<file path="config.mk">
export PLATFORM = sky130hd
export DESIGN_NAME = rename_top
export DESIGN_NICKNAME = d
export VERILOG_FILES = /design/src/rename_pkg.sv /design/src/rename_grp_if.sv /design/src/free_list.sv /design/src/group_bypass.sv /design/src/rename_ctrl.sv /design/src/rename_map.sv /design/src/rename_top.sv
export SDC_FILE = /design/constraint.sdc
export NUM_CORES = 1
export LEC_CHECK = 0
export BUFFER_PORTS_ARGS = -buffer_cell sky130_fd_sc_hd__buf_4
export CORE_ASPECT_RATIO = 0.9
export CORE_MARGIN = 4
export CORE_UTILIZATION = 60
export CTS_BUF_LIST = sky130_fd_sc_hd__clkbuf_8
export DETAILED_ROUTE_END_ITERATION = 10
export HOLD_SLACK_MARGIN = 0.08
export PLACE_DENSITY = 0.84
export SLEW_MARGIN = 20
export SYNTH_ARGS = -nofsm -noshare
export SYNTH_HDL_FRONTEND = slang
export SYNTH_SLANG_ARGS = --single-unit
export TNS_END_PERCENT = 1
</file>
<file path="constraint.sdc">
create_clock -name i_clk -period 3.73 [get_ports i_clk]
set_input_delay 0.1865 -clock i_clk [delete_from_list [all_inputs] [get_ports i_clk]]
set_output_delay 0.1865 -clock i_clk [all_outputs]
set_load 0.03 [all_outputs]
</file>
<file path="src/rename_pkg.sv">
package rename_pkg;

  // dispatch group and register file sizes
  localparam int DISP_SIZE  = 2;
  localparam int ARCH_REGS  = 32;
  localparam int FLIST_SIZE = 16;   // entries per lane free list

  // every physical ID is either mapped or sitting in one lane's free list
  localparam int RNID_SIZE = ARCH_REGS + DISP_SIZE * FLIST_SIZE;
  localparam int RNID_W    = $clog2(RNID_SIZE);
  localparam int ARCH_W    = $clog2(ARCH_REGS);

  localparam int FLIST_PTR_W = $clog2(FLIST_SIZE);

  typedef logic [RNID_W-1:0]    rnid_t;
  typedef logic [ARCH_W-1:0]    arch_t;
  typedef logic [DISP_SIZE-1:0] grp_t;

  // reset state
  // map entry i holds ID i, so IDs below ARCH_REGS start out mapped.
  // lane d free list holds FLIST_BASE + FLIST_SIZE*d upward, in pop order.
  localparam int FLIST_BASE = ARCH_REGS;

  // x0 is pinned to ID 0, never allocated and never freed
  localparam rnid_t X0_RNID = '0;

endpackage

</file>
<file path="src/rename_grp_if.sv">
`timescale 1ns/1ps

interface rename_grp_if import rename_pkg::*; ();

  grp_t  valid;                 // lane holds an instruction
  grp_t  rd_valid;              // lane writes a destination
  arch_t rd_idx   [DISP_SIZE];
  arch_t rs1_idx  [DISP_SIZE];
  arch_t rs2_idx  [DISP_SIZE];
  rnid_t new_rnid [DISP_SIZE];  // allocated ID, 0 for x0

  // producer side, fills in the allocated IDs
  modport ctrl (
    input  valid,
    input  rd_valid,
    input  rd_idx,
    input  rs1_idx,
    input  rs2_idx,
    output new_rnid
  );

  modport sink (
    input valid,
    input rd_valid,
    input rd_idx,
    input rs1_idx,
    input rs2_idx,
    input new_rnid
  );

endinterface

</file>
<file path="src/free_list.sv">
`timescale 1ns/1ps

module free_list
  import rename_pkg::*;
#(
  parameter rnid_t INIT_BASE = rnid_t'(FLIST_BASE)
) (
  input  logic  i_clk,
  input  logic  i_reset_n,
  input  logic  i_push,
  input  rnid_t i_push_id,
  input  logic  i_pop,
  output rnid_t o_pop_id,
  output logic  o_empty
);

  logic [FLIST_PTR_W-1:0] r_head;
  logic [FLIST_PTR_W-1:0] r_tail;
  logic [FLIST_PTR_W:0]   r_count;   // one extra bit to tell full from empty
  rnid_t                  r_list [FLIST_SIZE];

  function automatic logic [FLIST_PTR_W-1:0] ptr_inc(input logic [FLIST_PTR_W-1:0] ptr);
    if (ptr == FLIST_PTR_W'(FLIST_SIZE - 1)) begin
      return '0;
    end
    return ptr + 1'b1;
  endfunction

  assign o_pop_id = r_list[r_head];   // head is the next ID handed out
  assign o_empty  = (r_count == '0);

  always_ff @(posedge i_clk or negedge i_reset_n) begin
    if (!i_reset_n) begin
      // queue starts full, ascending from the lane base
      for (int i = 0; i < FLIST_SIZE; i++) begin
        r_list[i] <= INIT_BASE + rnid_t'(i);
      end
      r_head  <= '0;
      r_tail  <= '0;
      r_count <= (FLIST_PTR_W + 1)'(FLIST_SIZE);
    end else begin
      if (i_push) begin
        r_list[r_tail] <= i_push_id;
        r_tail         <= ptr_inc(r_tail);
      end
      if (i_pop) begin
        r_head <= ptr_inc(r_head);
      end
      case ({i_push, i_pop})
        2'b10:   r_count <= r_count + 1'b1;
        2'b01:   r_count <= r_count - 1'b1;
        default: r_count <= r_count;   // both or neither, level unchanged
      endcase
    end
  end

endmodule

</file>
<file path="src/group_bypass.sv">
`timescale 1ns/1ps

module group_bypass
  import rename_pkg::*;
(
  input  logic              i_clk,
  input  logic              i_reset_n,
  rename_grp_if.sink        grp,
  input  logic              i_fire,
  input  rnid_t             i_rs1_rnid [DISP_SIZE],
  input  rnid_t             i_rs2_rnid [DISP_SIZE],
  input  rnid_t             i_old_rnid [DISP_SIZE],
  output logic              o_valid,
  output rnid_t             o_rd_rnid     [DISP_SIZE],
  output rnid_t             o_rd_old_rnid [DISP_SIZE],
  output rnid_t             o_rs1_rnid    [DISP_SIZE],
  output rnid_t             o_rs2_rnid    [DISP_SIZE]
);

  grp_t  w_wr;                  // lane produces a new mapping
  rnid_t w_rs1 [DISP_SIZE];
  rnid_t w_rs2 [DISP_SIZE];
  rnid_t w_old [DISP_SIZE];

  always_comb begin
    for (int d = 0; d < DISP_SIZE; d++) begin
      w_wr[d] = grp.valid[d] & grp.rd_valid[d] & (grp.rd_idx[d] != '0);
    end
  end

  // default to the map value, then let earlier lanes override
  always_comb begin
    for (int d = 0; d < DISP_SIZE; d++) begin
      w_rs1[d] = i_rs1_rnid[d];
      w_rs2[d] = i_rs2_rnid[d];
      w_old[d] = i_old_rnid[d];
      // scan oldest to youngest, the last hit is the nearest producer
      for (int p = 0; p < d; p++) begin
        if (w_wr[p] && (grp.rd_idx[p] == grp.rs1_idx[d])) begin
          w_rs1[d] = grp.new_rnid[p];
        end
        if (w_wr[p] && (grp.rd_idx[p] == grp.rs2_idx[d])) begin
          w_rs2[d] = grp.new_rnid[p];
        end
        // old dest is the mapping an earlier lane just made
        if (w_wr[p] && (grp.rd_idx[p] == grp.rd_idx[d])) begin
          w_old[d] = grp.new_rnid[p];
        end
      end
    end
  end

  always_ff @(posedge i_clk or negedge i_reset_n) begin
    if (!i_reset_n) begin
      o_valid <= 1'b0;
    end else begin
      o_valid <= i_fire;   // single-cycle strobe per accepted group
    end
  end

  // result payload, held between groups
  always_ff @(posedge i_clk) begin
    if (i_fire) begin
      for (int d = 0; d < DISP_SIZE; d++) begin
        o_rd_rnid[d]     <= grp.new_rnid[d];
        o_rd_old_rnid[d] <= w_old[d];
        o_rs1_rnid[d]    <= w_rs1[d];
        o_rs2_rnid[d]    <= w_rs2[d];
      end
    end
  end

endmodule

</file>
<file path="src/rename_ctrl.sv">
`timescale 1ns/1ps

module rename_ctrl
  import rename_pkg::*;
(
  input  logic              i_clk,
  input  logic              i_reset_n,
  input  logic              i_disp_valid,
  input  grp_t              i_empty,
  output logic              o_disp_ready,
  output logic              o_fire,
  output grp_t              o_pop,
  input  rnid_t             i_pop_id [DISP_SIZE],
  input  grp_t              i_cmt_valid,
  input  rnid_t             i_cmt_rnid [DISP_SIZE],
  output grp_t              o_push,
  output rnid_t             o_push_id [DISP_SIZE],
  rename_grp_if.ctrl        grp
);

  logic  r_live;                     // set one cycle after reset release
  grp_t  w_alloc;
  grp_t  r_cmt_valid;
  rnid_t r_cmt_rnid [DISP_SIZE];

  always_ff @(posedge i_clk or negedge i_reset_n) begin
    if (!i_reset_n) begin
      r_live <= 1'b0;
    end else begin
      r_live <= 1'b1;
    end
  end

  // whole group waits until every lane can supply an ID
  assign o_disp_ready = r_live & ~(|i_empty);
  assign o_fire       = i_disp_valid & o_disp_ready;

  always_comb begin
    for (int d = 0; d < DISP_SIZE; d++) begin
      w_alloc[d] = grp.valid[d] & grp.rd_valid[d] & (grp.rd_idx[d] != '0);
      o_pop[d]   = o_fire & w_alloc[d];
      // x0 keeps its fixed ID, the head entry is left in place
      if (grp.rd_idx[d] == '0) begin
        grp.new_rnid[d] = X0_RNID;
      end else begin
        grp.new_rnid[d] = i_pop_id[d];
      end
    end
  end

  // commit return, one cycle behind the strobe
  always_ff @(posedge i_clk or negedge i_reset_n) begin
    if (!i_reset_n) begin
      r_cmt_valid <= '0;
    end else begin
      r_cmt_valid <= i_cmt_valid;
    end
  end

  always_ff @(posedge i_clk) begin
    r_cmt_rnid <= i_cmt_rnid;
  end

  always_comb begin
    for (int d = 0; d < DISP_SIZE; d++) begin
      o_push[d] = r_cmt_valid[d] & (r_cmt_rnid[d] != X0_RNID);   // ID 0 is never freed
    end
  end

  assign o_push_id = r_cmt_rnid;

endmodule

</file>
<file path="src/rename_map.sv">
`timescale 1ns/1ps

module rename_map
  import rename_pkg::*;
(
  input  logic              i_clk,
  input  logic              i_reset_n,
  rename_grp_if.sink        grp,
  input  logic              i_fire,
  output rnid_t             o_rs1_rnid [DISP_SIZE],
  output rnid_t             o_rs2_rnid [DISP_SIZE],
  output rnid_t             o_old_rnid [DISP_SIZE]
);

  rnid_t r_map [ARCH_REGS];
  grp_t  w_wr_en;

  // lookups see the map as it was before this group
  always_comb begin
    for (int d = 0; d < DISP_SIZE; d++) begin
      o_rs1_rnid[d] = r_map[grp.rs1_idx[d]];
      o_rs2_rnid[d] = r_map[grp.rs2_idx[d]];
      o_old_rnid[d] = r_map[grp.rd_idx[d]];   // previous mapping of rd
    end
  end

  // x0 entry is never written, stays at ID 0
  always_comb begin
    for (int d = 0; d < DISP_SIZE; d++) begin
      w_wr_en[d] = i_fire & grp.valid[d] & grp.rd_valid[d] & (grp.rd_idx[d] != '0);
    end
  end

  always_ff @(posedge i_clk or negedge i_reset_n) begin
    if (!i_reset_n) begin
      for (int i = 0; i < ARCH_REGS; i++) begin
        r_map[i] <= rnid_t'(i);   // identity mapping
      end
    end else begin
      // ascending lane order, so the youngest writer of a register wins
      for (int d = 0; d < DISP_SIZE; d++) begin
        if (w_wr_en[d]) begin
          r_map[grp.rd_idx[d]] <= grp.new_rnid[d];
        end
      end
    end
  end

endmodule

</file>
<file path="src/rename_top.sv">
`timescale 1ns/1ps

module rename_top
  import rename_pkg::*;
(
  input  logic  i_clk,
  input  logic  i_reset_n,

  // dispatch group
  input  logic  i_disp_valid,
  output logic  o_disp_ready,
  input  grp_t  i_rd_valid,
  input  arch_t i_rd_idx  [DISP_SIZE],
  input  arch_t i_rs1_idx [DISP_SIZE],
  input  arch_t i_rs2_idx [DISP_SIZE],

  // renamed group, one cycle after fire
  output logic  o_valid,
  output rnid_t o_rd_rnid     [DISP_SIZE],
  output rnid_t o_rd_old_rnid [DISP_SIZE],
  output rnid_t o_rs1_rnid    [DISP_SIZE],
  output rnid_t o_rs2_rnid    [DISP_SIZE],

  // commit, old IDs back to the free lists
  input  grp_t  i_cmt_valid,
  input  rnid_t i_cmt_rnid [DISP_SIZE]
);

  logic  w_fire;
  grp_t  w_empty;
  grp_t  w_pop;
  grp_t  w_push;
  rnid_t w_pop_id  [DISP_SIZE];
  rnid_t w_push_id [DISP_SIZE];
  rnid_t w_rs1_map [DISP_SIZE];
  rnid_t w_rs2_map [DISP_SIZE];
  rnid_t w_old_map [DISP_SIZE];

  rename_grp_if u_grp ();

  // every lane of a presented group carries an instruction
  assign u_grp.valid    = {DISP_SIZE{i_disp_valid}};
  assign u_grp.rd_valid = i_rd_valid;
  assign u_grp.rd_idx   = i_rd_idx;
  assign u_grp.rs1_idx  = i_rs1_idx;
  assign u_grp.rs2_idx  = i_rs2_idx;

  rename_ctrl u_ctrl (
    .i_clk        (i_clk),
    .i_reset_n    (i_reset_n),
    .i_disp_valid (i_disp_valid),
    .i_empty      (w_empty),
    .o_disp_ready (o_disp_ready),
    .o_fire       (w_fire),
    .o_pop        (w_pop),
    .i_pop_id     (w_pop_id),
    .i_cmt_valid  (i_cmt_valid),
    .i_cmt_rnid   (i_cmt_rnid),
    .o_push       (w_push),
    .o_push_id    (w_push_id),
    .grp          (u_grp)
  );

  generate
    for (genvar d = 0; d < DISP_SIZE; d++) begin : g_flist
      free_list #(
        .INIT_BASE (rnid_t'(FLIST_BASE + FLIST_SIZE * d))
      ) u_free_list (
        .i_clk     (i_clk),
        .i_reset_n (i_reset_n),
        .i_push    (w_push[d]),
        .i_push_id (w_push_id[d]),
        .i_pop     (w_pop[d]),
        .o_pop_id  (w_pop_id[d]),
        .o_empty   (w_empty[d])
      );
    end
  endgenerate

  rename_map u_map (
    .i_clk      (i_clk),
    .i_reset_n  (i_reset_n),
    .grp        (u_grp),
    .i_fire     (w_fire),
    .o_rs1_rnid (w_rs1_map),
    .o_rs2_rnid (w_rs2_map),
    .o_old_rnid (w_old_map)
  );

  group_bypass u_bypass (
    .i_clk         (i_clk),
    .i_reset_n     (i_reset_n),
    .grp           (u_grp),
    .i_fire        (w_fire),
    .i_rs1_rnid    (w_rs1_map),
    .i_rs2_rnid    (w_rs2_map),
    .i_old_rnid    (w_old_map),
    .o_valid       (o_valid),
    .o_rd_rnid     (o_rd_rnid),
    .o_rd_old_rnid (o_rd_old_rnid),
    .o_rs1_rnid    (o_rs1_rnid),
    .o_rs2_rnid    (o_rs2_rnid)
  );

endmodule

</file>
# Word level (Yosys, flattened, before mapping)
# Cells that the tools add are included.
dict set report op_classes {
  n_lt_le_gt_ge 14
  mux 61
  addsub 8
  reduce_logical 18
  n_eq_ne 11
  bitwise_logic 26
}
# operator n
set op_table {}
lappend op_table {{$bwmux 192} 2}
lappend op_table {{$mux 192} 2}
lappend op_table {{$bwmux 96} 2}
lappend op_table {{$bmux 6 s5} 6}
lappend op_table {{$mux 6} 25}
lappend op_table {{$demux 6 s5} 2}
lappend op_table {{$bmux 6 s4} 2}
lappend op_table {{$demux 6 s4} 2}
lappend op_table {{$ge 6x6->1 const B} 6}
lappend op_table {{$not 5->6} 6}
lappend op_table {{$mux 4} 8}
lappend op_table {{$ge 5x5->1 const B} 4}
lappend op_table {{$logic_not 5->1} 4}
lappend op_table {{$not 4->5} 4}
lappend op_table {{$pmux 5 s2} 2}
lappend op_table {{$add 4x1->4 const B} 4}
lappend op_table {{$eq 4x4->1 const B} 4}
lappend op_table {{$and 1x1->1} 15}
lappend op_table {{$eq 5x5->1} 3}
lappend op_table {{$lt 6x1->1 const B} 2}
lappend op_table {{$reduce_bool 6->1} 2}
lappend op_table {{$add 5x1->5 const B} 2}
lappend op_table {{$lt 5x1->1 const B} 2}
lappend op_table {{$reduce_bool 5->1} 2}
lappend op_table {{8 further kinds} 25}
dict set report totals {
  out_inout_bits 50
  elab_cells 221
  reg_bits 474
  input_bits 49
}

# Logic depth before layout (Yosys ltp)
dict set report depth {
  word_depth 11
  mapped_depth 14
  depth_no_buf 13
}

# Modules after synthesis
# A second synthesis with hierarchy kept.
dict set report unflattened {
  hier_cells 2513
  area_unflattened_um2 31276.2
}
# mod seq_area_each_um2 instances cells_each area_per_inst_um2
set by_module_without_submodules {}
lappend by_module_without_submodules {rename_map 4904.7 1 1656 18221.2}
lappend by_module_without_submodules {{free_list at g_flist[1].u_free_list} 2808.9 1 364 5390.2}
lappend by_module_without_submodules {{free_list at g_flist[0].u_free_list} 2788.9 1 357 5227.5}
lappend by_module_without_submodules {group_bypass 1466.4 1 93 1918.1}
lappend by_module_without_submodules {rename_ctrl 315.3 1 43 519.2}

# Least setup slack after synthesis
# OpenSTA, ideal clock, no wires.
dict set report synth_path {
  path_type {flip-flop to flip-flop}
  start {register g_flist[1].u_free_list.r_count[0]}
  end {register g_flist[1].u_free_list.r_count[4]}
  arrival_ps 2742
  synth_period_minus_slack_ps 2825
  t_required_ps 3647
  setup_slack_ps 905
  path_buffers 1
  setup_time_ps 83
  stages_incl_launch_ff 12
  path_cell_list {dfrtp_1 > or4_1 > o21ai_1 > buf_4 > nor4_2 > ha_1 > fa_1 > a21o_1 > a21oi_1 > xor2_1 > nor2_1 > xor2_1}
}
dict set report synth_via {
  elab_chain_cells 8
  word_cells_on_any_way 12
  classes_between {add/sub: 2; eq/ne: 2; mux: 1; bitwise: 4; reduce/logical: 3}
}
# element line_no
set synth_rtl {}
lappend synth_rtl {{start: declaration} free_list.sv:19} ;# logic [FLIST_PTR_W:0] r_count;
lappend synth_rtl {{start signal: assignment} free_list.sv:40} ;# r_count <= (FLIST_PTR_W + 1)'(FLIST_SIZE);
lappend synth_rtl {{start signal: assignment} free_list.sv:50} ;# 2'b10: r_count <= r_count + 1'b1;
lappend synth_rtl {{start signal: assignment} free_list.sv:51} ;# 2'b01: r_count <= r_count - 1'b1;
lappend synth_rtl {{$logic_not 5->1 *} free_list.sv:30} ;# assign o_empty = (r_count == '0);
lappend synth_rtl {{$reduce_or 2->1 *} rename_ctrl.sv:35} ;# assign o_disp_ready = r_live & ~(|i_empty);
lappend synth_rtl {{$not 1->1 *} rename_ctrl.sv:35}
lappend synth_rtl {{$and 1x1->1 *} rename_ctrl.sv:35}
lappend synth_rtl {{$and 1x1->1 *} rename_ctrl.sv:36} ;# assign o_fire = i_disp_valid & o_disp_ready;
lappend synth_rtl {{$and 1x1->1 *} rename_ctrl.sv:41} ;# o_pop[d] = o_fire & w_alloc[d];
lappend synth_rtl {{via g_flist[1].u_free_list.i_pop} free_list.sv:12} ;# input logic i_pop,
lappend synth_rtl {{$eq 2x1->1 or $eq 2x2->1 (tied branches)} free_list.sv:49} ;# case ({i_push, i_pop})
lappend synth_rtl {{$pmux 5 s2 or $reduce_bool 2->1 (tied branches)} -}
# Mark *: on every way through the listed nets, which the timed path passes. The rest lies on a longest branch.
# A chain may end at the register's enable or synchronous reset.

# Worst setup path after layout
dict set report layout_path {
  start {register g_flist[0].u_free_list.r_count[4]}
  end {register g_flist[1].u_free_list.r_count[4]}
}
dict set report layout_via {
  elab_chain_cells 8
  word_cells_on_any_way 10
  classes_between {eq/ne: 2; mux: 1; bitwise: 4; reduce/logical: 3}
}
# element line_no
set layout_rtl {}
lappend layout_rtl {{start: declaration} free_list.sv:19}
lappend layout_rtl {{start signal: assignment} free_list.sv:40}
lappend layout_rtl {{start signal: assignment} free_list.sv:50}
lappend layout_rtl {{start signal: assignment} free_list.sv:51}
lappend layout_rtl {{$logic_not 5->1 *} free_list.sv:30}
lappend layout_rtl {{$reduce_or 2->1 *} rename_ctrl.sv:35}
lappend layout_rtl {{$not 1->1 *} rename_ctrl.sv:35}
lappend layout_rtl {{$and 1x1->1 *} rename_ctrl.sv:35}
lappend layout_rtl {{$and 1x1->1 *} rename_ctrl.sv:36}
lappend layout_rtl {{$and 1x1->1 *} rename_ctrl.sv:41}
lappend layout_rtl {{via g_flist[1].u_free_list.i_pop} free_list.sv:12}
lappend layout_rtl {{$eq 2x1->1 or $eq 2x2->1 (tied branches)} free_list.sv:49}
lappend layout_rtl {{$pmux 5 s2 or $reduce_bool 2->1 (tied branches)} -}
lappend layout_rtl {{end signal: assignment} free_list.sv:50}
lappend layout_rtl {{end signal: assignment} free_list.sv:51}
lappend layout_rtl {{end signal: assignment} free_list.sv:52} ;# default: r_count <= r_count;
# Marks and branches as above.

==> results_dict.tcl <==
set metrics [dict create \
    clockBufferDepth 3 \
    setup_tns_ps 0 \
    ys_ff_latch 474 \
    setup_slack_ps 632 \
    cts.htree.levels 3 \
    rows 79 \
    wl_met2_um 45800 \
    antenna_found_initial 6 \
    cts.sinks 474 \
    ys_seq_area_share_pct 39.3 \
    globalRouteOverflowTotal 0 \
    p_per_area_nw_per_um2 829 \
    hold_violations 0 \
    layout-drive-gt1-share_pct 46.9 \
    antenna_left 0 \
    p_leak_nw 13.5 \
    async_reset_ff_share_pct 87.3 \
    gp_congestion 1.05 \
    fin_nets 2402 \
    cts_made_buffers 80 \
    clock_skew_ps 53.3 \
    synth_common_cells "360 x mux4_2, 246 x mux2i_1, 220 x dfrtp_1" \
    setup_violations 0 \
    viasPerCell 7.71 \
    status "finished clean" \
    drv_slew 0 \
    syn_area_um2 31300 \
    holdBufCountCts 20 \
    cts_tree "yes" \
    fin_cells 3087 \
    routed_wl_um 104000 \
    routed.top_layer "met5" \
    track_usage_pct 37.1 \
    wl_per_cell_um 33.7 \
    post-place-ws_ps 638 \
    first_pass_iters 6 \
    synthFlopType "dfrtp_1" \
    die_area_um2 55800 \
    cts.clk_slew.worst_paths_ps 60 \
    ios 99 \
    syn-num-nets 2346 \
    clk_latency_ps 710 \
    crit_required_ps 4340 \
    synth_top_area_cell "mux4_2" \
    areaGrowthSynthToFinish_pct 9.80 \
    met1_length_um 35500 \
    placed_cells 2919 \
    vias 23800 \
    die_h_um 225 \
    drt_iter0_drc 3456 \
    end_kind "flop" \
    cp-start-kind "flop" \
    post-route-drc-count 0 \
    synth_area_leaders "mux4_2 26%, dfrtp_1 18%, dfstp_2 16%, mux2i_1 7.9%, mux2_2 7.1%" \
    hp-class "input pin to asynchronous set/reset pin" \
    worstPathMaxFanout 11 \
    postSynthCellCount 2277 \
    worst_pin_slew_ps 1140 \
    period_needed_ps 3100 \
    die_x_um 249 \
    postCtsSetupBuffers 0 \
    synth_edf_count 48 \
    io_buffer_count 98 \
    total_power_mw 28.5 \
    grt_pass1_vias 24000 \
    synth_most_common_cell "mux4_2" \
    syn_area_per_cell_um2 13.7 \
    dp_hpwl_um 71900 \
    critPathKind "flop to flop" \
    clock.fmax_mhz 323 \
    period_share_pct 83.0 \
    ctsResizeCount 0 \
    coreArea_um2 51600 \
    worstPathArrival_ps 3710 \
    cts_root_buffer "clkbuf_8" \
    synth_warnings 0 \
    initial_utilization_pct 60.6 \
    cap_violations 0 \
    synth.top_cell.area_share_pct 25.9 \
    grt_pass1_wl_um 155000 \
    slew_headroom_pct 23.9 \
    ir_worst_vdd_mv 0.713 \
    rsz0062_at_grt "false" \
    met3WireLength_um 14900 \
    yosysUniqueCellTypes 69 \
    grt_max_degree 94 \
]
placed cells by master (no fill, tap or decap), types with 11 or more instances in the layout:
cell and instances:
dfrtp_1 220, a22oi_1 78, edfxtp_1 48, mux4_2 360
nand3_2 27, nand4_1 19, nand2_1 89, xor2_1 15
o21ai_0 39, mux2i_1 246, clkbuf_8 104, a21oi_1 111
inv_1 44, mux2_2 196, mux2_1 13, o211ai_1 12
nor2b_1 29, nor3_1 15, o22ai_1 25, dfxtp_1 12
dlygate4sd3_1 20, nand3_1 16, nor3_2 17, xnor2_1 14
a211oi_1 24, dfstp_2 194, o22a_1 11, buf_4 162
ha_1 18, nor2_1 55
metrics by stage:
stage / hold WS, ps / instance area [um^2] / util [%]
after floorplan: -109 / 31300 / -
after global placement: 259 / 32400 / 62.8
after detailed placement: 268 / 32400 / 62.8
after CTS: 94.2 / 34300 / 66.5
after global routing: 105 / 34300 / 66.5
final: 117 / 34300 / 66.5
report_power, final:
part	internal, mW	leakage, nW	switching [mW]	total, mW
logic	5.78	7.16	6.67	12.4
clock network	2.65	0.953	2.28	4.93
registers	8.12	5.43	2.97	11.1
path summary, 6_finish.rpt:
path | startpoint | to | slack [ps] | cells after the start
worst max-delay path | g_flist[0].u_free_list.r_count[4] | g_flist[1].u_free_list.r_count[4] | 630 | 10
worst min-delay path | i_reset_n | u_map.r_map[35] | 120 | 2
min in group i_clk | i_disp_valid | g_flist[1].u_free_list.r_head[2] | 130 | 5
worst max register to register | g_flist[0].u_free_list.r_count[4] | g_flist[1].u_free_list.r_count[4] | 630 | 10
max in group asynchronous | i_reset_n | g_flist[0].u_free_list.r_list[60] | 2550 | 3
worst min register to register | g_flist[1].u_free_list.r_list[57] | g_flist[1].u_free_list.r_list[57] | 490 | 1
sequential cells by signal, indices dropped and copies added, names as in the netlist:
register                     count
g_flist.u_free_list.r_count     10
g_flist.u_free_list.r_head       8
g_flist.u_free_list.r_list     192
g_flist.u_free_list.r_tail       8
u_bypass.o_rd_old_rnid          12
u_bypass.o_rd_rnid              12
u_bypass.o_rs1_rnid             12
u_bypass.o_rs2_rnid             12
u_bypass.o_valid                 1
u_ctrl.o_push_id                12
u_ctrl.r_cmt_valid               2
u_ctrl.r_live                    1
u_map.r_map                    192
kinds of logic (layout without fill, tap and decap cells):
logic type | Yosys count | count (layout) | share of synthesized area [%]
multiplexers | 815 | 815 | 41.3
AND/OR/NAND/NOR | 350 | 350 | 6.55
buffers and inverters | 240 | 361 | 3.85
adder cells (fa/ha/maj) | 20 | 20 | 0.848
XOR/XNOR | 29 | 29 | 0.812
flip-flops | 474 | 474 | 39.3
AO/OA/AOI/OAI | 348 | 348 | 7.30
other | 1 | 2 | 0.0120
critical path, cell delays in order (launching register included):
cell	delay, ps
dfstp_2	540
nor3_1	50
and2_1	330
nor4_2	660
ha_1	400
ha_1	320
a21o_1	180
a21oi_1	170
xor2_1	160
nor2_1	60
xor2_1	140
area by class of cell:
class / instances / area [um^2]
clock buffer: 104 / 1430
fill: 3601 / 17300
timing repair buffer: 190 / 1570
tap: 688 / 861
inverter: 24 / 90.1
sequential: 474 / 12300
clock inverter: 43 / 264
multi-input combinational: 1563 / 17800
antenna: 1 / 2.50
metal layers:
layer,global-route usage (%),vias up
li1,-,9194
met1,47.6,12000
met2,55.2,2077
met3,13.5,542
met4,21.8,10
met5,0,-
(Power assumes the default switching activity.)
